==> config.mk <==
export PLATFORM = sky130hd
export DESIGN_NAME = snoop_match
export DESIGN_NICKNAME = d
export VERILOG_FILES = /design/src/source/cc_pkg.sv /design/src/source/snoop_match.sv
export VERILOG_INCLUDE_DIRS = /design/src /design/src/source
export SDC_FILE = /design/constraint.sdc
export NUM_CORES = 1
export LEC_CHECK = 0
export CORE_AREA = 10 10 67 69
export DETAILED_ROUTE_END_ITERATION = 8
export DIE_AREA = 0 0 77 79
export DONT_BUFFER_PORTS = 1
export PLACE_DENSITY = 0.46
export SLEW_MARGIN = 10
export SYNTH_ARGS = -nofsm -noshare
export SYNTH_HDL_FRONTEND = slang
export SYNTH_SLANG_ARGS = --single-unit
==> constraint.sdc <==
create_clock -name clk -period 1.5 [get_ports clk]
set_input_delay 0 -clock clk [delete_from_list [all_inputs] [get_ports clk]]
set_output_delay 0 -clock clk [all_outputs]
set_load 0.03 [all_outputs]
==> src/source/cc_defs.svh <==
// Widths, sizes and IO FIFO thresholds of the cache controller, included by every user
`ifndef CC_DEFS_SVH
`define CC_DEFS_SVH

// Address split into tag, set index and line offset
`define CC_ADDR_W 32
`define CC_OFFSET_W 6
`define CC_INDEX_W 5
`define CC_TAG_W 21

// Cache geometry
`define CC_LINE_W 512
`define CC_WAYS 4
`define CC_SETS 32

// Core side
`define CC_THREADS 4
`define CC_REG_W 32

// IO request and response buffering
`define CC_IO_FIFO_DEPTH 8
// Occupancy of the request FIFO at which new IO requests are refused
`define CC_IO_ALMOST_FULL 4

`endif
==> src/source/cc_pkg.sv <==
// Shared types of the cache controller, referenced with cc_pkg:: scoped names
`include "cc_defs.svh"

package cc_pkg;

	// Byte address, tag in the top bits and set index above the line offset
	typedef logic [`CC_ADDR_W-1:0] address_t;
	typedef logic [`CC_TAG_W-1:0] tag_t;
	typedef logic [`CC_INDEX_W-1:0] set_t;
	typedef logic [$clog2(`CC_WAYS)-1:0] way_idx_t;
	typedef logic [`CC_WAYS-1:0] way_mask_t;

	typedef logic [`CC_LINE_W-1:0] line_t;
	// One bit per byte of a line
	typedef logic [`CC_LINE_W/8-1:0] dirty_mask_t;

	typedef logic [$clog2(`CC_THREADS)-1:0] thread_id_t;
	typedef logic [`CC_REG_W-1:0] reg_t;

	// Bit 1 is read, bit 0 is write, both clear means the way is invalid
	typedef logic [1:0] privileges_t;

	// 1 is a write, 0 a read
	typedef logic io_op_t;

	typedef struct packed {
		thread_id_t thread;
		io_op_t op;
		address_t address;
		reg_t data;
	} io_entry_t;

	typedef enum logic {
		CC_UPDATE_INFO_DATA,
		CC_REPLACEMENT
	} cc_command_t;

	typedef enum logic [1:0] {
		IDLE,
		SEND_REQ,
		WAIT_RESP
	} cc_state_t;

endpackage

==> src/source/snoop_match.sv <==
// Tag compare of the snooped set against the granted request, with hit and set-full detection
`timescale 1ns/1ps
`include "cc_defs.svh"

module snoop_match (
	input logic clk,
	input logic reset,
	input cc_pkg::tag_t [`CC_WAYS-1:0] snoop_tag,
	input cc_pkg::privileges_t [`CC_WAYS-1:0] snoop_privileges,
	input cc_pkg::tag_t granted_tag,
	output logic hit,
	output logic full_reg,
	output cc_pkg::way_idx_t matched_way_reg,
	input logic capture
);

	cc_pkg::way_mask_t busy;
	cc_pkg::way_mask_t match;
	cc_pkg::way_idx_t matched_way;

	// A way is valid when it holds any privilege
	for (genvar w = 0; w < `CC_WAYS; w++) begin : g_way
		assign busy[w] = |snoop_privileges[w];
		assign match[w] = busy[w] && (snoop_tag[w] == granted_tag);
	end

	assign hit = |match;

	// Lowest matching way wins
	always_comb begin
		matched_way = '0;
		for (int i = `CC_WAYS - 1; i >= 0; i--) begin
			if (match[i])
				matched_way = cc_pkg::way_idx_t'(i);
		end
	end

	always_ff @(posedge clk or posedge reset) begin
		if (reset) begin
			full_reg <= 1'b0;
			matched_way_reg <= '0;
		end else if (capture) begin
			full_reg <= &busy;
			matched_way_reg <= matched_way;
		end
	end

	// The tag array never holds one line in two ways
	a_single_match: assert property (@(posedge clk) disable iff (reset) capture |-> $onehot0(match))
		else $error("snoop matched more than one way");

endmodule

Yosys cells after proc, flatten, opt, wreduce, memory -nomap -nowiden. Index checks and enable logic that the tools add are counted.

Add/sub/neg operators: 0. Multiply operators: 0. Div/mod/pow operators: 0. Order comparisons: 0. Equality and inequality tests: 4. Shift-type cells: 0. Muxes and demuxes: 4. Bitwise operators: 0. Reduce and logical (&&, ||, !) cells: 10.

Operators by type and width (number): $eq 21x21->1 (4); $mux 2 (4); $reduce_or 2->1 (4); $logic_and 1x1->1 (4); $reduce_and 4->1 (1); $reduce_or 4->1 (1).

Register bits after elaboration: 3. Bits in latches: 0. Bits in writable memories: 0. Bits in read-only memories: 0. Input bits: 116. Output and inout bits: 4. Word-level logic and storage cells: 20. Memories kept: 0.

Longest topological paths before layout.
Depth in word-level cells: 6. Gate-level depth with buffers: 6.

Worst setup path after synthesis. Ideal clock, no wire load.

Path kind: input to register. From: in granted_tag[2]. To: reg matched_way_reg[0]. Arrival time: 1379 ps. Required time: 1408 ps. Slack: 29 ps. Cell stages on the path: 6. Buffers on the path: 0. Cells stage by stage: xor2_1 > nor4_1 > nand4_1 > or4_1 > o21ba_1 > o31ai_2.

Word-level cells in the longest chain between the ends: 6. Elaborated cells on any way between the ends: 12. Classes of those cells: eq/ne: 4; mux: 4; reduce/logical: 4.

RTL lines: start: declaration (line snoop_match.sv:10) `input cc_pkg::tag_t granted_tag,`; $eq 21x21->1 (line snoop_match.sv:24) `assign match[w] = busy[w] && (snoop_tag[w] == granted_tag);`; $logic_and 1x1->1 (line snoop_match.sv:24); $mux 2 (3 in series) (line snoop_match.sv:33) `if (match[i])`; $mux 2 (*) (line snoop_match.sv:33); end signal: assignment (line snoop_match.sv:44) `matched_way_reg <= matched_way;`; end: declaration (line snoop_match.sv:13) `output cc_pkg::way_idx_t matched_way_reg,`.

Every way passes the cells marked *; elsewhere a longest branch is shown, timed or not. A chain may end at the register's enable or synchronous reset.

Worst setup path after layout.
From: in granted_tag[18]. To: out hit.

Word-level cells in the longest chain between the ends: 3. Elaborated cells on any way between the ends: 9. Classes of those cells: eq/ne: 4; reduce/logical: 5.

RTL lines: $eq 21x21->1 (line snoop_match.sv:24); $logic_and 1x1->1 (line snoop_match.sv:24); $reduce_or 4->1 (*) (line snoop_match.sv:27) `assign hit = |match;`; end: declaration (line snoop_match.sv:11) `output logic hit,`.

Marked as above.

==> impl_metrics.csv <==
group,metric,value,unit
outcome,outcome,"complete, but fails checks",
outcome,violations,"negative setup slack",
finish,layout_common_cells,"xor2_1 (66), nor4_1 (16), xnor2_1 (16)",
finish,fin_util,0.413,
clocking,cts_tree,"done",
pwr,power_frac_seq,0.196,
finish,final_nets,259,
sta,period_share,1.05,
finish,layout-drive-gt1-share,0.141,
synthesis,syn_inst,131,
pwr,p_leak,0.000519,uW
floorplan,start_util,0.336,
sta,setup_ws,-0.0763,ns
worst_setup_path,crit_fanout,4,
worst_setup_path,r2r_setup_slack,0.52,ns
run,maxCapViolations,0,
global_route,grt_pass1_vias,1210,
pwr,pwr-share-clk,0.303,
clocking,clk_pin_slew,0.04,ns
clocking,clock-sinks,3,
clocking,cts_root_buf,"clkbuf_4",
synthesis,avgSynthCellArea,8.30,um2
worst_setup_path,crit_required,1.50,ns
floorplan,core_area,0.00323,mm2
floorplan,die-area,0.00608,mm2
finish,num-fill-cells,342,
worst_setup_path,crit_buf_inv,1,
worst_setup_path,cp_slowest_cell,"or4_4",
worst_setup_path,critPathTopFamily,"simple AND/OR/NAND/NOR gates",
sta,slew_headroom,0.765,
worst_setup_path,cp-end-kind,"output pin",
placement,dpl.hpwl,4240,um
pwr,p_int,321,uW
synthesis,seq_area_frac_synth,0.0690,
synthesis,ys_warn_count,0,
synthesis,synth_area,0.00109,mm2
finish,final_common_cell,"xor2_1",
placement,port_buffers,0,
route,drc,0,
route,wl_per_cell,25.0,um
clocking,htreeDepth,1,
global_route,grt_pass1_wl,6750,um
finish,largest_reg_flops,2,
synthesis,synth_nets,247,
pwr,powerDensity,361,mW/mm2
floorplan,die_w,77,um
route,dr.pass1.iters,2,
sta,clock.fmax,634,MHz
clocking,clockBufferDepth,2,
pwr,finalPower,482,uW
floorplan,io_pins,120,
worst_setup_path,r2r-end,"matched_way_reg[1]$_DFFE_PP0P_",
global_route,grt_usage,0.142,
sta,rsz0062_at_grt,"yes",
global_route,grt-busiest-layer,"met2",
worst_setup_path,cpPeakStageDelay,0.57,ns
sta,clock_skew,0,ns
route,drt_iter0_drc,14,
floorplan,num_rows,21,
global_route,grt_antenna_before_repair,0,
pwr,switching_share,0.334,
sta,finalMaxSlewViolations,0,
pwr,power_frac_comb,0.501,
placement,place_congestion,0.795,
worst_setup_path,cp-start-kind,"input pin",
finish,syn2layout_area_growth,22.8,%
worst_setup_path,critical_path_class,"in2out",
min_path,hold_class,"in2async",
worst_setup_path,crit_chain,"xor2_4 -> nor4_4 -> nand4_1 -> or4_4 -> o41ai_4 -> nand2b_4 -> buf_12",
finish,num_antenna_cells,0,
clocking,clkLatencyLatePin,0.23,ns
route,drt-vias-per-instance,5.34,
global_route,grt_start_max_net_pins,5,
sta,finalCriticalPeriod,1.58,ns
synthesis,ys_ff_latch,3,
global_route,overflow,0,
worst_setup_path,crit_arrival,1.58,ns
global_route,grt_util_met1,0.128,
sta,hold_viol_final,0,
pwr,peakVddDrop,0.000397,V
global_route,use_met3,0.0653,
worst_setup_path,r2r.worst_path.cells,2,
clocking,cts_buffers,3,
route,routed_wl,4700,um
global_route,met2_usage,0.278,
sta,tightest_slew,0.350,ns
floorplan,die_height,79,um
pwr,switching_power,161,uW
worst_setup_path,r2r-start,"matched_way_reg[1]$_DFFE_PP0P_",
route,vias,1004,
sta,setup_viol_count_final,2,
route,ant_nets,0,
synthesis,synth_cell_types,16,
-- cell usage after synthesis (all sizes together) --
master	n	area [um2]
a31o	1	8.76
dfrtp	3	75.1
inv	2	7.51
mux2	1	11.3
nand2	1	3.75
nand2b	1	6.26
nand4	8	50.1
nor2	5	18.8
nor2b	1	6.26
nor4	20	125
o21ba	1	10.0
o31ai	1	12.5
o41ai	1	8.76
or4	1	7.51
xnor2	16	140
xor2	68	596
-- how the worst max path moves through the flow --
stage / endpoint / cells after the start / start / slack [ns]
after floorplan: matched_way_reg[0]$_DFFE_PP0P_ / 6 / granted_tag[2] / 0.03
after global placement: matched_way_reg[0]$_DFFE_PP0P_ / 6 / granted_tag[13] / -0.22
after detailed placement: matched_way_reg[0]$_DFFE_PP0P_ / 6 / granted_tag[13] / -0.23
after CTS: hit / 7 / granted_tag[0] / -0.07
after global routing: hit / 7 / granted_tag[10] / -0.15
final: hit / 7 / granted_tag[18] / -0.08
-- per-stage QoR --
step	std cells	instance area [um2]	hold WS (ns)	TNS [ns]	setup slack [ns]
detailed placement	180	1180	-0.235	-0.563	-0.231
global route	188	1340	0.0904	-0.301	-0.155
CTS	188	1320	0.0641	-0.137	-0.0716
finish	188	1340	0.0703	-0.116	-0.0763
global placement	180	1180	-0.234	-0.574	-0.218
floorplan	131	1090	-0.246	0	0.0289
-- final cells by class --
class                      instances  area [um2]  area share
tap                               46        57.6      0.0431
clock buffer                       4        26.3      0.0197
multi-input combinational        126        1090       0.820
sequential                         3        75.1      0.0562
inverter                           2        7.51     0.00562
timing repair buffer               7        73.8      0.0553
-- what timing repair did --
item | 4_1_cts | 5_1_grt
endpoints found under the setup margin | 2 | 3
setup buffers | 2 | 0
pin swaps | 4 | 3
hold buffers | 2 | 0
hold endpoints to repair | 6 | 0
resized for setup | 10 | 3
-- cell families after synthesis --
family / count (synthesis) / synth area share
muxes: 1 / 0.0104
and+or+nand+nor: 37 / 0.200
xor gates and xnor gates: 84 / 0.677
AOI/OAI and AO/OA: 4 / 0.0368
DFF: 3 / 0.0690
buffers and inverters: 2 / 0.00691
-- layer usage --
metal  wire length [um]  part of all wire
met2               2590              0.55
met5                  0                 0
met3                489              0.10
met1               1550              0.33
met4                 61             0.013
-- power by group through the flow --
| stage | Clock, uW | Sequential [uW] | Combinational (uW) |
|---|---|---|---|
| 3_3_place_gp | 0 | 95.6 | 214 |
| 2_1_floorplan | 0 | 94.5 | 180 |
| 4_1_cts | 151 | 94.5 | 242 |
| 3_5_place_dp | 0 | 95.4 | 215 |
| 6_report | 146 | 94.2 | 242 |
| 5_1_grt | 155 | 95.1 | 270 |
Note: power is estimated with default switching activity, not from simulation.
