==> config.mk <==
export PLATFORM = sky130hd
export DESIGN_NAME = io_map_buffer
export DESIGN_NICKNAME = d
export VERILOG_FILES = /design/src/source/cc_pkg.sv /design/src/source/io_map_buffer.sv /design/src/source/request_fifo.sv
export VERILOG_INCLUDE_DIRS = /design/src /design/src/source
export SDC_FILE = /design/constraint.sdc
export NUM_CORES = 1
export LEC_CHECK = 0
export BUFFER_PORTS_ARGS = -buffer_cell sky130_fd_sc_hd__buf_2
export CORE_MARGIN = 4
export CORE_UTILIZATION = 35
export DETAILED_ROUTE_END_ITERATION = 8
export SLEW_MARGIN = 20
export SYNTH_ARGS = -nofsm -noshare
export SYNTH_HDL_FRONTEND = slang
export SYNTH_HIERARCHICAL = 1
export SYNTH_SLANG_ARGS = --single-unit
==> constraint.sdc <==
create_clock -name clk -period 7.4 [get_ports clk]
set_input_delay 0.37 -clock clk [delete_from_list [all_inputs] [get_ports clk]]
set_output_delay 0.37 -clock clk [all_outputs]
set_load 0.005 [all_outputs]
==> src/source/cc_defs.svh <==
// Widths, sizes and IO FIFO thresholds of the cache controller, included by every user
`ifndef CC_DEFS_SVH
`define CC_DEFS_SVH

// Address split into tag, set index and line offset
`define CC_ADDR_W 32
`define CC_OFFSET_W 6
`define CC_INDEX_W 5
`define CC_TAG_W 21

// Cache geometry
`define CC_LINE_W 512
`define CC_WAYS 4
`define CC_SETS 32

// Core side
`define CC_THREADS 4
`define CC_REG_W 32

// IO request and response buffering
`define CC_IO_FIFO_DEPTH 8
// Occupancy of the request FIFO at which new IO requests are refused
`define CC_IO_ALMOST_FULL 4

`endif
==> src/source/cc_pkg.sv <==
// Shared types of the cache controller, referenced with cc_pkg:: scoped names
`include "cc_defs.svh"

package cc_pkg;

	// Byte address, tag in the top bits and set index above the line offset
	typedef logic [`CC_ADDR_W-1:0] address_t;
	typedef logic [`CC_TAG_W-1:0] tag_t;
	typedef logic [`CC_INDEX_W-1:0] set_t;
	typedef logic [$clog2(`CC_WAYS)-1:0] way_idx_t;
	typedef logic [`CC_WAYS-1:0] way_mask_t;

	typedef logic [`CC_LINE_W-1:0] line_t;
	// One bit per byte of a line
	typedef logic [`CC_LINE_W/8-1:0] dirty_mask_t;

	typedef logic [$clog2(`CC_THREADS)-1:0] thread_id_t;
	typedef logic [`CC_REG_W-1:0] reg_t;

	// Bit 1 is read, bit 0 is write, both clear means the way is invalid
	typedef logic [1:0] privileges_t;

	// 1 is a write, 0 a read
	typedef logic io_op_t;

	typedef struct packed {
		thread_id_t thread;
		io_op_t op;
		address_t address;
		reg_t data;
	} io_entry_t;

	typedef enum logic {
		CC_UPDATE_INFO_DATA,
		CC_REPLACEMENT
	} cc_command_t;

	typedef enum logic [1:0] {
		IDLE,
		SEND_REQ,
		WAIT_RESP
	} cc_state_t;

endpackage

==> src/source/io_map_buffer.sv <==
// IO-mapped request and response buffering between the core and the controller FSM
`timescale 1ns/1ps
`include "cc_defs.svh"

module io_map_buffer (
	input logic clk,
	input logic reset,
	input logic io_valid,
	input cc_pkg::thread_id_t io_thread,
	input cc_pkg::io_op_t io_op,
	input cc_pkg::address_t io_address,
	input cc_pkg::reg_t io_data,
	output logic io_available,
	output logic pending,
	output cc_pkg::io_entry_t request,
	input logic request_done,
	input logic resp_push,
	input cc_pkg::line_t mem_resp_data,
	output logic io_resp_valid,
	output cc_pkg::thread_id_t io_resp_thread,
	output cc_pkg::reg_t io_resp_data,
	input logic io_resp_consumed
);

	localparam int RESP_W = $bits(cc_pkg::thread_id_t) + $bits(cc_pkg::reg_t);

	cc_pkg::io_entry_t req_in;
	logic req_empty;
	logic req_almost_full;
	cc_pkg::reg_t resp_word;
	logic [RESP_W-1:0] resp_out;
	logic resp_empty;

	assign req_in = '{thread: io_thread, op: io_op, address: io_address, data: io_data};

	request_fifo #(
		.WIDTH($bits(cc_pkg::io_entry_t)),
		.DEPTH(`CC_IO_FIFO_DEPTH),
		.ALMOST_FULL(`CC_IO_ALMOST_FULL)
	) request_fifo_i (
		.clk(clk),
		.reset(reset),
		.enqueue(io_valid),
		.value_in(req_in),
		.dequeue(request_done),
		.value_out(request),
		.empty(req_empty),
		.almost_full(req_almost_full)
	);

	// Memory data is sampled every cycle, so at resp_push it holds the word
	// that came with mem_resp_valid one cycle earlier
	always_ff @(posedge clk) begin
		resp_word <= mem_resp_data[`CC_REG_W-1:0];
	end

	// Head request is still the IO read while its response is pushed
	request_fifo #(
		.WIDTH(RESP_W),
		.DEPTH(`CC_IO_FIFO_DEPTH),
		.ALMOST_FULL(`CC_IO_FIFO_DEPTH)
	) response_fifo_i (
		.clk(clk),
		.reset(reset),
		.enqueue(resp_push),
		.value_in({request.thread, resp_word}),
		.dequeue(io_resp_consumed),
		.value_out(resp_out),
		.empty(resp_empty),
		.almost_full()
	);

	assign io_available = !req_almost_full;
	assign pending = !req_empty;
	assign io_resp_valid = !resp_empty;
	assign {io_resp_thread, io_resp_data} = resp_out;

	// The core may only enqueue while the buffer advertises room
	a_io_flow: assert property (@(posedge clk) disable iff (reset) io_valid |-> io_available)
		else $error("IO request enqueued while io_available is low");

endmodule

==> src/source/request_fifo.sv <==
// Synchronous FIFO with empty and almost-full flags, used for the IO request and response queues
`timescale 1ns/1ps

module request_fifo #(
	parameter int WIDTH = 32,
	parameter int DEPTH = 8,
	parameter int ALMOST_FULL = DEPTH - 1
) (
	input logic clk,
	input logic reset,
	input logic enqueue,
	input logic [WIDTH-1:0] value_in,
	input logic dequeue,
	output logic [WIDTH-1:0] value_out,
	output logic empty,
	output logic almost_full
);

	localparam int PTR_W = (DEPTH > 1) ? $clog2(DEPTH) : 1;
	localparam int CNT_W = $clog2(DEPTH + 1);

	logic [WIDTH-1:0] storage [DEPTH];
	logic [PTR_W-1:0] rd_ptr;
	logic [PTR_W-1:0] wr_ptr;
	logic [CNT_W-1:0] count;

	// Pointer advance with wrap at DEPTH, which need not be a power of two
	function automatic logic [PTR_W-1:0] next_ptr(input logic [PTR_W-1:0] ptr);
		if (ptr == PTR_W'(DEPTH - 1))
			return '0;
		return ptr + 1'b1;
	endfunction

	always_ff @(posedge clk) begin
		if (enqueue)
			storage[wr_ptr] <= value_in;
	end

	always_ff @(posedge clk or posedge reset) begin
		if (reset) begin
			rd_ptr <= '0;
			wr_ptr <= '0;
			count <= '0;
		end else begin
			if (enqueue)
				wr_ptr <= next_ptr(wr_ptr);
			if (dequeue)
				rd_ptr <= next_ptr(rd_ptr);
			case ({enqueue, dequeue})
				2'b10: count <= count + 1'b1;
				2'b01: count <= count - 1'b1;
				default: count <= count;
			endcase
		end
	end

	// Head entry, valid from the cycle after its enqueue
	assign value_out = storage[rd_ptr];
	assign empty = (count == '0);
	assign almost_full = (count >= CNT_W'(ALMOST_FULL));

	a_no_overflow: assert property (@(posedge clk) disable iff (reset)
		enqueue |-> (count != CNT_W'(DEPTH)) || dequeue)
		else $error("request_fifo enqueue while full");

	a_no_underflow: assert property (@(posedge clk) disable iff (reset) dequeue |-> !empty)
		else $error("request_fifo dequeue while empty");

endmodule

# ---- Word-level counts from Yosys, hierarchy flattened
# Memories as Yosys holds them, arrays and structs flattened.
# Cells that the tools add are included.
dict set report op_classes {
  order_cmp 1
  addsub 8
  reduce_logical 7
  muxes 22
  n_eq_ne 8
}
# cell n
set ops {}
lappend ops {{3-bit two-way mux} 8}
lappend ops {{4-bit one-hot mux with 2 select lines} 2}
lappend ops {{3-bit by 1-bit adder with 3-bit output, second input constant} 4}
lappend ops {{3-bit equality test, second input constant} 4}
lappend ops {{1-bit two-way mux} 12}
lappend ops {{4-bit by 1-bit adder with 4-bit output, second input constant} 2}
lappend ops {{4-bit logical NOT} 2}
lappend ops {{4-bit by 1-bit subtractor with 4-bit output, second input constant} 2}
lappend ops {{2-bit by 1-bit equality test with 1-bit output, second input constant} 2}
lappend ops {{2-bit equality test, second input constant} 2}
lappend ops {{4-bit by 3-bit greater-or-equal comparator with 1-bit output, second input constant} 1}
lappend ops {{2-bit nonzero test} 2}
lappend ops {{1-bit logical NOT} 3}
dict set report totals {
  in_bits 585
  output_inout_bits 104
  n_memories 2
  ramBits 808
  reg_bits 52
}
# name depth width rd rd_clocked_by_memory_dff write_ports line_no
set memory_table {}
lappend memory_table {request_fifo_i.storage 8 67 1 0 1 request_fifo.sv:22} ;# logic [WIDTH-1:0] storage [DEPTH];
lappend memory_table {response_fifo_i.storage 8 34 1 0 1 request_fifo.sv:22}

# ---- Depth between registers and ports, before layout
dict set report depth {
  word_depth 4
  ltp_mapped 7
  ltp_nobuf 7
}

# ---- Cells and area by module
# Netlist, hierarchy kept.
# mod area_each_um2 cells_per_inst seq_area_each_um2 n_inst
set by_module_without_submodules {}
lappend by_module_without_submodules {{request_fifo at request_fifo_i} 20958.9 837 16345.7 1}
lappend by_module_without_submodules {{request_fifo at response_fifo_i} 10877.9 458 8418.1 1}
lappend by_module_without_submodules {io_map_buffer 651.9 35 640.6 1}

# ---- Worst setup path before layout
# No wires, ideal clock.
dict set report synth_path {
  kind {reg-to-reg}
  start {reg request_fifo_i.wr_ptr[0]}
  end {mem request_fifo_i/storage[0][0] in the netlist's numbering (enable)}
  path_stages_with_launch 3
  t_arrival_ps 5142
  required_ps 6826
  setup_slack_ps 1683
  path_cell_list {dfrtp_1 -> nand2b_1 -> nor3_1}
}
# element line_no
set synth_lines {}
lappend synth_lines {{start: declaration} request_fifo.sv:24} ;# logic [PTR_W-1:0] wr_ptr;
lappend synth_lines {{start signal: assignment} request_fifo.sv:46} ;# wr_ptr <= next_ptr(wr_ptr);
lappend synth_lines {{end: declaration} request_fifo.sv:22}
# No word-level cell before the write port.

# ---- Final worst setup path
dict set report layout_path {
  start {reg response_fifo_i.rd_ptr[0]}
  end {out io_resp_data[6]}
}
dict set report layout_via {
  elab_chain_len 1
}
# element line_no
set layout_rtl {}
lappend layout_rtl {{start: declaration} request_fifo.sv:23} ;# logic [PTR_W-1:0] rd_ptr;
lappend layout_rtl {{start signal: assignment} request_fifo.sv:48} ;# rd_ptr <= next_ptr(rd_ptr);
lappend layout_rtl {{memory read 8 x 34 bit} -}
lappend layout_rtl {{end: declaration} io_map_buffer.sv:21} ;# output cc_pkg::reg_t io_resp_data,
# Every way passes these cells.

==> summary.txt <==
Worst setup path
  • Crit path max-delay family: flip-flops
  • Crit start category: register
  • Req. time, crit path: between 7 and 8 ns
  • Crit path kind: reg2out
  • Bufs and invs on worst path: 2
  • Critical Path Max Stage Delay: a little under 1 ns
  • CP arrival: ~3.4 ns
  • R2r setup slk: 4.25 ns
  • CP cell instances: buf_4 -> mux4_2 -> mux2_2 -> buf_2
  • Crit path max fanout: 41
  • Crit end category: output pin
  • CP max-delay cell: dfrtp_4

Detailed routing
  • Total vias in the final route: roughly 15000
  • Antenna-violating nets left: 0
  • Vias/cell: just under 5
  • 1st-pass router iterations: 4
  • DR DRC count: 0
  • Routed WL: slightly below 70000 µm
  • DR iter-0 viols: 1006
  • Drt wl/cell: 22.7 µm

Clocking
  • Worst-Skew Late Latency: between 0.6 and 0.7 ns
  • Root Buffer: clkbuf_16
  • CTS resizes: 0
  • CTS tree: yes
  • Num CTS Buffers: 92
  • Clock slew at reported path FFs: 0.06 ns
  • H-Tree Depth: 3
  • Clock Tree Buf Depth: 3
  • Setup bufs post-CTS: 0
  • CTS hold repair buffers: ~100
  • CTS Sinks: 860

Run
  • Max-capacitance violation count: 0

Synth
  • Post-Syn Area: roughly 0.032 mm²
  • Avg Inst Size Synth: ~24 µm²
  • Synth warnings: 6
  • Synthesized Nets: just under 2000
  • Cell count after synthesis: 1329

Place
  • Global placer's final weighted congestion: 0.722
  • Dpl hpwl: 37900 µm
  • Cells after DPL: around 2800
  • # port buffers: 208

Die
  • Io pins: 689
  • CORE AREA: roughly 0.092 mm²
  • Die Ht: 313 µm
  • Row count: between 100 and 150
  • Die Area: between 0.09 and 0.1 mm²
  • Die X: 313 µm
  • Initial cell density of the core: 35.4%

Pwr
  • Leakage: about 13 nW
  • Total power: 0.0144 W
  • Worst IR drop on VDD: 0.000244 V
  • Power per Cell Area: between 300 and 400 mW/mm²

Timing
  • Setup TNS: 0 ns
  • # setup viols final: 0
  • Final Cycle Share: between 50% and 60%
  • Clock Skew: 0.0408 ns
  • Fin. Hold Viols: 0
  • Max-slew violation count: 0
  • RSZ-0062 raised after global routing: false
  • Worst Tran Pin Value: roughly 0.94 ns
  • Relative slew slack: roughly 37%
  • F_max: ~270 MHz
  • Period minus WS final: ~3.7 ns

Global route
  • Number of global-route vias before repair: 15800
  • First-pass GRT wire length: a little over 100000 µm
  • GRT Total Usage: 14.1%
  • Largest net degree at the start of global routing: 95
  • Grt total ovfl: 0
  • Initial antenna violation count: 10

Outcome
  • Status: complete, no violations

Final layout
  • Share of layout cells above drive strength 1: between 30% and 40%
  • Commonest non-fill, non-tap cell in the layout: edfxtp_1
  • Final core occ: between 40% and 50%
  • Most frequent cells in the layout: edfxtp_1 (808), buf_2 (208), mux4_2 (202), dlygate4sd3_1 (104), clkbuf_16 (93)
  • Area Growth Syn to Fin: 20.6%
  • Fin cells: between 3000 and 4000
  • Nets: around 2300

Min path
  • Worst min path class: in2async
[state kept, by name, indices dropped and copies added, names as in the netlist]
signal	cells
request_fifo_i/count	4
request_fifo_i/storage	536
request_fifo_i/rd_ptr	3
request_fifo_i/wr_ptr	3
response_fifo_i/count	4
response_fifo_i/storage	272
resp_word	32
response_fifo_i/rd_ptr	3
response_fifo_i/wr_ptr	3
[through the flow]
stage          hold WS (ns)  instance area (µm²)  setup slack [ns]
4_1_cts               0.265                39100              3.29
2_1_floorplan         0.210                32500              1.68
6_report              0.331                39200              3.68
5_1_grt               0.308                39200              3.35
3_5_place_dp          0.473                35100              4.07
3_3_place_gp          0.472                35100              4.08
[worst min-delay path, delay by kind of cell]
kind	cells	cell delay, ns
buffers and inverters	3	1.04
[where the power goes]
part | internal, W | switching, W | leakage, nW
combinational | 0.00175 | 0.00169 | 3.71
clock | 0.00268 | 0.00186 | 1.47
sequential | 0.00601 | 0.000366 | 7.84
[worst paths after layout]
path	start	to	depth (start not counted)
min	reset	request_fifo_i/wr_ptr[2]	3
min in group clk	mem_resp_data[27]	resp_word[27]	2
min reg2reg	response_fifo_i/wr_ptr[0]	response_fifo_i/wr_ptr[0]	2
max	response_fifo_i/rd_ptr[0]	io_resp_data[6]	4
max in group asynchronous	reset	response_fifo_i/rd_ptr[0]	3
max reg2reg	request_fifo_i/wr_ptr[0]	request_fifo_i/storage[0][18]	4
[per-layer routing]
metal / track usage [%] / wire length [µm] / up-vias
met5: 0 / 43 / -
met4: 3.91 / 1450 / 8
met3: 4.83 / 5270 / 102
met2: 23.5 / 33900 / 367
met1: 17.8 / 28100 / 7739
li1: - / - / 6385
[final cells by class]
class | instances | area (µm²)
Fill cell | 7887 | 52600
Multi-Input combinational cell | 397 | 6740
Timing Repair Buffer | 344 | 2350
Sequential cell | 860 | 25400
Antenna cell | 5 | 12.5
Clock inverter | 41 | 524
Tap cell | 1243 | 1560
Inverter | 12 | 45.0
Clock buffer | 125 | 2520
Power figures use the tool's default switching activity.
