$ cat src/source/cc_defs.svh
// Widths, sizes and IO FIFO thresholds of the cache controller, included by every user
`ifndef CC_DEFS_SVH
`define CC_DEFS_SVH

// Address split into tag, set index and line offset
`define CC_ADDR_W 32
`define CC_OFFSET_W 6
`define CC_INDEX_W 5
`define CC_TAG_W 21

// Cache geometry
`define CC_LINE_W 512
`define CC_WAYS 4
`define CC_SETS 32

// Core side
`define CC_THREADS 4
`define CC_REG_W 32

// IO request and response buffering
`define CC_IO_FIFO_DEPTH 8
// Occupancy of the request FIFO at which new IO requests are refused
`define CC_IO_ALMOST_FULL 4

`endif
$ cat src/source/cc_pkg.sv
// Shared types of the cache controller, referenced with cc_pkg:: scoped names
`include "cc_defs.svh"

package cc_pkg;

	// Byte address, tag in the top bits and set index above the line offset
	typedef logic [`CC_ADDR_W-1:0] address_t;
	typedef logic [`CC_TAG_W-1:0] tag_t;
	typedef logic [`CC_INDEX_W-1:0] set_t;
	typedef logic [$clog2(`CC_WAYS)-1:0] way_idx_t;
	typedef logic [`CC_WAYS-1:0] way_mask_t;

	typedef logic [`CC_LINE_W-1:0] line_t;
	// One bit per byte of a line
	typedef logic [`CC_LINE_W/8-1:0] dirty_mask_t;

	typedef logic [$clog2(`CC_THREADS)-1:0] thread_id_t;
	typedef logic [`CC_REG_W-1:0] reg_t;

	// Bit 1 is read, bit 0 is write, both clear means the way is invalid
	typedef logic [1:0] privileges_t;

	// 1 is a write, 0 a read
	typedef logic io_op_t;

	typedef struct packed {
		thread_id_t thread;
		io_op_t op;
		address_t address;
		reg_t data;
	} io_entry_t;

	typedef enum logic {
		CC_UPDATE_INFO_DATA,
		CC_REPLACEMENT
	} cc_command_t;

	typedef enum logic [1:0] {
		IDLE,
		SEND_REQ,
		WAIT_RESP
	} cc_state_t;

endpackage

$ cat src/source/way_counter.sv
// Per-set rotating victim way selection for line installs
`timescale 1ns/1ps
`include "cc_defs.svh"

module way_counter (
	input logic clk,
	input logic reset,
	input cc_pkg::set_t set,
	input logic advance,
	output cc_pkg::way_idx_t victim_way
);

	cc_pkg::way_idx_t counters [`CC_SETS];

	assign victim_way = counters[set];

	// Move to the next way of the set once a line has been installed
	always_ff @(posedge clk or posedge reset) begin
		if (reset) begin
			counters <= '{default: '0};
		end else if (advance) begin
			if (counters[set] == cc_pkg::way_idx_t'(`CC_WAYS - 1))
				counters[set] <= '0;
			else
				counters[set] <= counters[set] + 1'b1;
		end
	end

endmodule

$ cat config.mk
export PLATFORM = sky130hd
export DESIGN_NAME = way_counter
export DESIGN_NICKNAME = d
export VERILOG_FILES = /design/src/source/cc_pkg.sv /design/src/source/way_counter.sv
export VERILOG_INCLUDE_DIRS = /design/src /design/src/source
export SDC_FILE = /design/constraint.sdc
export NUM_CORES = 1
export LEC_CHECK = 0
export ABC_AREA = 1
export ABC_CLOCK_PERIOD_IN_PS = 4900
export BUFFER_PORTS_ARGS = -buffer_cell sky130_fd_sc_hd__buf_2
export CAP_MARGIN = 20
export CELL_PAD_IN_SITES_DETAIL_PLACEMENT = 0
export CELL_PAD_IN_SITES_GLOBAL_PLACEMENT = 1
export CORE_MARGIN = 2
export CORE_UTILIZATION = 45
export DETAILED_ROUTE_END_ITERATION = 6
export HOLD_SLACK_MARGIN = 0.06
export PLACE_DENSITY = 0.83
export SYNTH_ARGS = -nofsm -noshare
export SYNTH_HDL_FRONTEND = slang
export SYNTH_SLANG_ARGS = --single-unit
$ cat constraint.sdc
create_clock -name clk -period 4.9 [get_ports clk]
set_input_delay 0.735 -clock clk [delete_from_list [all_inputs] [get_ports clk]]
set_output_delay 0.735 -clock clk [all_outputs]
set_load 0.05 [all_outputs]
; ---- Yosys cells after proc, flatten, opt, wreduce, memory -nomap -nowiden
; Index checks and enable logic that the tools add are counted.
[totals]
out_inout_bits = 2
elab_cells = 47
in_bits = 8
ff_bits = 64
[op_classes]
reduce_logical = 1
bitwise = 3
eq_ne = 1
addsub = 1
order_cmp = 2
n_mux = 7
[ops]
columns = cell, n
row1 = $and 64x64->64, 1
row2 = $bwmux 64, 1
row3 = $mux 64, 1
row4 = $not 64->64, 1
row5 = $bmux 2 s5, 1
row6 = $demux 2 s5, 1
row7 = $ge 6x6->1 const B, 1
row8 = $lt 6x1->1 const B, 1
row9 = $mux 2, 3
row10 = $not 5->6, 1
row11 = $add 2x1->2 const B, 1
row12 = $eq 2x2->1 const B, 1
row13 = $logic_and 1x1->1, 1

; ---- Longest topological paths before layout
; Gate-level depths: netlist of run 1.
[depth]
word_depth = 8
depth_mapped = 18
mapped_depth_nobuf = 14

; ---- Least setup slack after synthesis of run 1
; Ideal clock, no wire load.
[synth_path]
path_kind = input to register
start = in set[1]
end = reg counters[15] (netlist bit)
setup_time_ns = 0.134
required_time_ns = 4.766
path_buffers = 3
path_slack_ns = 1.769
arrival_ns = 2.997
cell_stages = 16
cell_sequence = buf_4 -> inv_2 -> nor2_1 -> buf_4 -> nand2_1 -> nand2_1 -> o21ai_0 -> nand2_1 -> nor3_1 -> nand2_1 -> ha_1 -> inv_2 -> nand3_1 -> clkbuf_1 -> nand3_1 -> o21ai_0
[synth_via]
elab_cells_between_ends = 15
classes_between = add/sub (1) / order compare (2) / eq/ne (1) / mux (7) / bitwise (3) / reduce/logical (1)
[synth_lines]
columns = element, line
row1 = "start, declared", way_counter.sv:8  ; input cc_pkg::set_t set,
row2 = $not 5->6 (*), --
row3 = $bmux 2 s5 (*), --
row4 = $mux 2 (*) (2 in series), --
row5 = via victim_way[1], way_counter.sv:10  ; output cc_pkg::way_idx_t victim_way
row6 = $add 2x1->2, way_counter.sv:25  ; counters[set] <= counters[set] + 1'b1;
row7 = $bwmux 64, way_counter.sv:25
row8 = $mux 64 (*), way_counter.sv:22  ; if (counters[set] == cc_pkg::way_idx_t'(`CC_WAYS - 1))
row9 = "end signal, assigned by index", way_counter.sv:25
row10 = "end, declared", way_counter.sv:13  ; cc_pkg::way_idx_t counters [`CC_SETS];
; The timed path passes the listed nets; every way through them passes the cells marked *. The select of a mux whose other input is x is not followed.
; A chain may end at the register's enable or synchronous reset.

; ---- Worst setup path after layout of run 1
[layout_path]
start = in set[0]
end = reg counters[41] (netlist bit)
[layout_via]
elab_chain_len = 8
elab_cells_between_ends = 15
classes_between = add/sub (1) / order compare (2) / eq/ne (1) / mux (7) / bitwise (3) / reduce/logical (1)
[layout_rtl]
columns = element, line
row1 = $not 5->6 (implied by the code) (*), "way_counter.sv:22, way_counter.sv:23, way_counter.sv:25"
row2 = branches (longest 6 deep; another with $add 2x1->2), --
row3 = $mux 64 (*), way_counter.sv:22
; Every way passes the cells marked *. The select of a mux whose other input is x is not followed.

==> results, run 1 <==
- The clock tree synthesis step divided the H-tree into 3 levels.
- Counting every net in the synthesized netlist gives 508.
- The synthesized area per cell is 7.31 um^2.
- The pre-CTS setup slack is 340 ps.
- The number of antenna cells inserted is 0.
- Gates resized during post-CTS repair numbered 0.
- Counting every sink on the clock net gives 64.
- The first-pass GRT wire length is 17.0 mm.
- The total power density per cell area is 452 nW/um^2.
- The number of violations of the max-capacitance limit is 0.
- The main flop type after synthesis is dfrtp_1.
- STA puts the critical path data arrival time at ~4600 ps.
- The slew of the pin with the lowest slew margin is 1090 ps.
- The CTS tree is built.
- The register with the most flip-flops in the layout has 64 of them.
- The total core area is 7770 um^2.
- Clock-pin slew was measured on the worst setup and hold paths at 70 ps.
- The number of distinct library cells after synthesis is 22.
- The initial utilization of the core area, before any placement, comes to between 40% and 50%.
- The final count of hold timing violations is 0.
- The pre-antenna-repair detailed-routing pass consisted of 5 iterations.
- The final route contains 3410 vias.
- Along the worst path, the maximum fanout reaches 36.
- The count of endpoints failing setup in the final report is 0.
- The worst setup skew after layout is 6.56 ps.
- The yosys synthesis warning count is 0.
- The first-iteration detailed-routing DRC count is 248.
- Summing all non-filler instances in the final layout gives an area of 3910 um^2.
- The flow ran to the end, and the final reports show no timing, DRC or antenna violations.
- The count of hold buffers inserted by post-cts repair is 0.
- The routed design could run at a clock period as short as ~4300 ps.
- Fill cells in the final layout number between 700 and 800.
- After routing, the total negative slack on setup checks comes to 0 ps.
- The area of the die is 8830 um^2.
- The residual antenna-violating net count after detailed routing is 0.
- The timing-limited maximum frequency is 0.232 GHz.
- Cells with a size suffix above 1 make up 10.1% of the layout.
- Clock tree synthesis selected as its root buffer the cell clkbuf_8.
- The clock latency at the later pin of the worst-skew pair is between 300 and 400 ps.
- The DRC violation count after routing is 0.
- The register name with the most flops is counters.
- The post-synthesis sequential element count is 64.
- The overall fraction of global-route tracks in use is 25.6%.
- In the post-synthesis netlist, the cell with the most instances is nand2_1.
- The number of antenna violations at the first check in global routing is 0.
- The leakage power is 1.92 nW.
- Row generation in the floorplan step produced 32 rows.
- The sort of element at the end of the critical path is a flop.
- Entering global routing, the biggest net connects 65 pins.
- In this run the horizontal extent of the chip is 94.0 um.
- The average wire per standard cell is ~17 um.
- The synthesized design contains 0 enable-type register cells.
- The die extent in y is 94.0 um.
- The largest total area in the synthesized netlist belongs to dfrtp_1.
- The port buffer count is 9.
- The post-place instance area is 3680 um^2.
- The synthesized netlist occupies a cell area of 3640 um^2.
- The residual overflow from global routing is 0.
- The share of async-settable or async-resettable flops after synthesis is between 90% and 100%.
- The synthesized instance count is 498.
- The area share of the leading cell type in the synthesized netlist is 44.0%.
- The number of global-route vias before repair was ~3300.
- Using the TritonRoute via totals, the vias-per-cell ratio works out to 5.64.
- By count the netlist is led by 152 x nand2_1, 64 x dfrtp_1, 60 x nand3_1.
- The routability congestion estimate is 0.851.
- The data required time of the worst path is 5140 ps.
- The largest registers in the layout are counters x64.
- The buffer count from post-CTS setup fixing is 0.
- The total clock buffers created by CTS is 9.
- The worst min-delay path category is reg -> reg.
- The number of slew-limit violations in the final report is 0.
- The final cycle utilization of the critical path is between 80% and 90%.
- The sequential-to-total area share from yosys stat is 44.0%.
- The least setup slack across all paths after layout is 583 ps.
- By area the synthesized netlist is led by dfrtp_1 44%, nand2_1 16%, nand3_1 8.2%, nand4_1 5.7%, inv_1 4.9%.
- The relative max-transition margin is between 20% and 30%.
- The sum of net half-perimeters after detailed placement is 6.41 mm.
- The critical path start-end classification is in -> reg.
- The tightest hold path in the finished design has a slack of 502 ps.
- 10 I/O pins were placed.
- The synthesis-to-finish area growth is 7.28%.
- Setup repair after global routing left no endpoint under its margin.
- The count of nets after finishing is 508.
- After detailed routing, the total wire length is 10.2 mm.
- The maximum vdd ir drop is 0.234 mV.
- The number of buffers on the longest clock path is 2.
- STA classifies the critical path startpoint as an input port.
## cells by family (layout without fill, tap and decap cells)
group           after synthesis  count (layout)  share of synthesized area [%]
buf+inv                      82              87                           10.6
fa+ha+maj                     2               2                          0.687
simple gates                300             300                           37.0
flops                        64              64                           44.0
compound gates               50              50                           7.69
## per-layer routing
layer | GRT usage, % | share of wire [%] | vias to the layer above
li1 | - | - | 1627
met2 | 38.3 | 45 | 131
met4 | 8.70 | 1.1 | 0
met1 | 36.6 | 47 | 1640
met3 | 5.62 | 7.0 | 12
met5 | 0 | 0 | -
## placed cells by master, fill, tap and decap left out
cell type    n
nor3_1       1
nand2_1    152
a22oi_1     12
nor3_2       6
nor2_4       2
clkinv_1     1
nand3_1     59
buf_2        9
a21oi_1      3
nor2_1      42
dfrtp_1     64
clkinv_2     1
clkbuf_8    13
nand4_1     33
buf_4        6
inv_1       47
ha_1         2
clkbuf_1     1
inv_4        1
bufinv_16    1
inv_2        7
o21ai_0     29
nand2_2      4
o21ai_1      6
nand3_2      1
## worst max-delay path: stages
cell and delay (ps):
buf_2 350, nor2_1 270, nand2_1 120, nand3_1 80
nand2_1 60, nand2_1 80, nor2_4 640, nand2_1 220
ha_1 270, inv_2 520, nand3_1 730, o21ai_0 410
## layout make-up
| class | count | area (um^2) | share of cell area, % |
|---|---|---|---|
| well taps | 102 | 128 | 3.27 |
| inverters | 56 | 213 | 5.44 |
| multi-input cells | 352 | 1660 | 42.4 |
| clock inverters | 2 | 35.0 | 0.897 |
| clock buffers | 14 | 183 | 4.67 |
| repair buffers | 15 | 90.1 | 2.31 |
| flip-flops and latches | 64 | 1600 | 41.0 |
## through the flow
stage	power [W]	std cells	util (%)
2_1_floorplan	0.00114	498	-
6_report	0.00177	605	50.3
5_1_grt	0.00188	605	50.3
3_5_place_dp	0.00127	588	47.4
4_1_cts	0.00177	604	50.2
3_3_place_gp	0.00126	588	47.4
## final timing paths
path	cells after the start	slack (ps)	end	from
max reg2reg	12	1140	counters[41]$_DFFE_PP0P_	counters[62]$_DFFE_PP0P_
min	2	500	counters[4]$_DFFE_PP0P_	counters[4]$_DFFE_PP0P_
min reg2reg	2	500	counters[4]$_DFFE_PP0P_	counters[4]$_DFFE_PP0P_
max	12	580	counters[41]$_DFFE_PP0P_	set[0]
min in group asynchronous	3	610	counters[50]$_DFFE_PP0P_	reset
max in group asynchronous	3	3710	counters[3]$_DFFE_PP0P_	reset
## power breakdown
| part | internal [W] | switching, W | total [W] | leakage (nW) |
|---|---|---|---|---|
| clock | 0.000290 | 0.000208 | 0.000498 | 0.113 |
| sequential | 0.000702 | 0.000110 | 0.000813 | 0.831 |
| combinational | 0.000151 | 0.000304 | 0.000455 | 0.977 |
| total | 0.00114 | 0.000622 | 0.00177 | 1.92 |
Note: power is estimated with default switching activity, not from simulation.
==> run 2: changes to the inputs <==
Settings changed: CORE_UTILIZATION 45 to 37, PLACE_DENSITY 0.83 to 0.71.
==> results, run 2 (synthesized netlist as in run 1, its figures left out) <==
- The run finished with clean final reports.
- The register with the most flip-flops in the final layout is counters.
- The sort of element at the end of the critical path is a primary output.
- The clock latency at the later pin of the worst-skew pair is roughly 350 ps.
- STA puts the critical path data arrival time at 3040 ps.
- The number of slew-limit violations in the final report is 0.
- The shortest period the worst path allows is 3780 ps.
- Summed over all layers, the global routing overflow is 0.
- In the routed design, unresolved DRC markers number 0.
- The register with the most flip-flops in the layout has 64 of them.
- The number of violations of the max-capacitance limit is 0.
- In the final routed layout, each cell accounts on average for around 17 um.
- Along the worst hold path, the cell count comes to 2.
- In this run the static leakage power is 1.89 nW.
- The number of clock buffers added by TritonCTS is 9.
- The total power density per cell area is 428 nW/um^2.
- The first-iteration detailed-routing DRC count is 212.
- The library cell used most frequently in the layout, excluding fill and tap cells, is nand2_1.
- The relative max-transition margin is 27.8%.
- The number of global-route vias before repair is about 3400.
- The number of H-tree levels is 3.
- The critical path crosses 10 cells after its start point.
- For this design, the slowest cell found on the critical path is nor2_1.
- The sum of internal, switching and leakage power is approximately 0.0017 W.
- The worst setup skew after layout is between 8 and 9 ps.
- The number of antenna violations at the first check in global routing is 0.
- Setup repair after global routing left no endpoint under its margin.
- The die covers 10700 um^2.
- The path class of the tightest hold or removal check is reg -> reg.
- Setup violations remaining at the end of the flow were counted as 0.
- In the layout the commonest cells are 152 x nand2_1, 64 x dfrtp_1, 59 x nand3_1.
- Detailed placement finished with a half-perimeter wire length of between 6 and 7 mm.
- At the end of routability-driven placement, the weighted congestion stood at 0.861.
- At the worst endpoint, the required time is 4160 ps.
- The slew of the pin with the lowest slew margin is ~1100 ps.
- The total wire length is 10.5 mm.
- The starting utilization of the core area is 37.6%.
- The repair_antennas step left the layout with diodes totalling 0.
- The largest net degree at the start of global routing is between 60 and 70.
- The overall fraction of global-route tracks in use is 22.0%.
- The maximum vdd ir drop is about 0.17 mV.
- The final cycle utilization of the critical path is ~77%.
- The largest registers in the layout are counters x64.
- The count of vias placed by the detailed router is 3303.
- The clock passes through at most 2 buffers.
- Traced cell by cell, the critical path runs through buf_2, inv_2, nor2_1, nand2_1, nand4_1, nand2_1, nand2_1, nor3_1, nand2_1, buf_2.
- The number of cells on the worst reg-to-reg path is 10.
- The tree is rooted in a clkbuf_8.
- The fraction of layout instances using a drive strength above 1 is 9.60%.
- The cell repeated most along the worst path is nand2_1.
- The first-pass GRT wire length is 17.6 mm.
- The count of cells resized by post-cts repair is 0.
- Timing would allow up to 0.265 GHz.
- Measured along the y axis, the die boundary spans 103 um.
- In the final design database the tool counted just over 500 nets.
- The residual antenna-violating net count after detailed routing is 0.
- The largest single stage delay on the critical path is 840 ps.
- STA classifies the critical path startpoint as an input port.
- The critical path start-end classification is in -> out.
- The port buffer count is 9.
- The final count of hold timing violations was 0.
- The cell type group with the largest total delay on the critical path is simple AND/OR/NAND/NOR gates.
- Along the worst path, the maximum fanout reaches 13.
- The width of the chip is 103 um.
- The summed negative setup slack over all endpoints is 0 ps.
- The CTS tree is built.
- The number of buffers and inverters on the critical path is 3.
- The floorplan step defined a core boundary enclosing 9680 um^2.
- The tree built by TritonCTS fans out to between 60 and 70 sinks.
- Dividing the detail-routed via count by the number of cells gives 5.22.
- The total iterations of the first detailed-routing run is 5.
- The initialized floorplan defines 36 standard-cell rows.
- From synthesis to final layout, the design area changed by 6.77%.
- In this run the count of I/O pins placed on the die edge is 10.
- Clock-pin slew was measured on the worst setup and hold paths at 70 ps.
- In this run, post-CTS hold repair placed 0 buffers.
- The buffer count from post-CTS setup fixing is 0.
==> run 2: metrics by stage <==
stage / setup slack, ps / instances / hold WS (ps) / instance area, um^2 / util (%)
detailed placement: 882 / 620 / 481 / 3730 / 38.5
global route: 965 / 633 / 521 / 3890 / 40.2
floorplan: 1770 / 498 / 449 / 3640 / -
finish: 1120 / 633 / 498 / 3890 / 40.2
global placement: 947 / 620 / 474 / 3730 / 38.5
CTS: 1140 / 633 / 500 / 3890 / 40.2
==> run 2: worst paths after layout <==
path	from	end	slack, ps
max	set[1]	victim_way[1]	1120
min	counters[32]$_DFFE_PP0P_	counters[32]$_DFFE_PP0P_	500
max reg2reg	counters[47]$_DFFE_PP0P_	counters[17]$_DFFE_PP0P_	2290
min reg2reg	counters[32]$_DFFE_PP0P_	counters[32]$_DFFE_PP0P_	500
max in group asynchronous	reset	counters[13]$_DFFE_PP0P_	3720
min in group asynchronous	reset	counters[22]$_DFFE_PP0P_	640
==> run 2: layout make-up <==
type	count	area, um^2
Clock inverter	1	5.00
Tap cell	133	166
Sequential cell	64	1600
Timing Repair Buffer	15	90.1
Clock buffer	12	155
Multi-Input combinational cell	352	1660
Inverter	56	213
Fill cell	1050	5800
==> run 2: routing by layer <==
| metal | GRT usage [%] | part of all wire [%] |
|---|---|---|
| met2 | 35.0 | 48 |
| met1 | 31.1 | 48 |
| met5 | 0 | 0 |
| met4 | 5.67 | 0.84 |
| met3 | 4.03 | 3.3 |
==> run 2: where the power goes <==
group          switching, W  leakage (nW)  total (W)  internal [W]
registers          0.000110         0.831   0.000812      0.000703
clock network      0.000201        0.0842   0.000404      0.000202
logic              0.000294         0.975   0.000447      0.000153
total              0.000605          1.89    0.00166       0.00106
==> run 2: tightest hold or removal path: stages (launching register included) <==
cell	delay [ps]
dfrtp_1	350
nand2_1	60
nand2_1	60
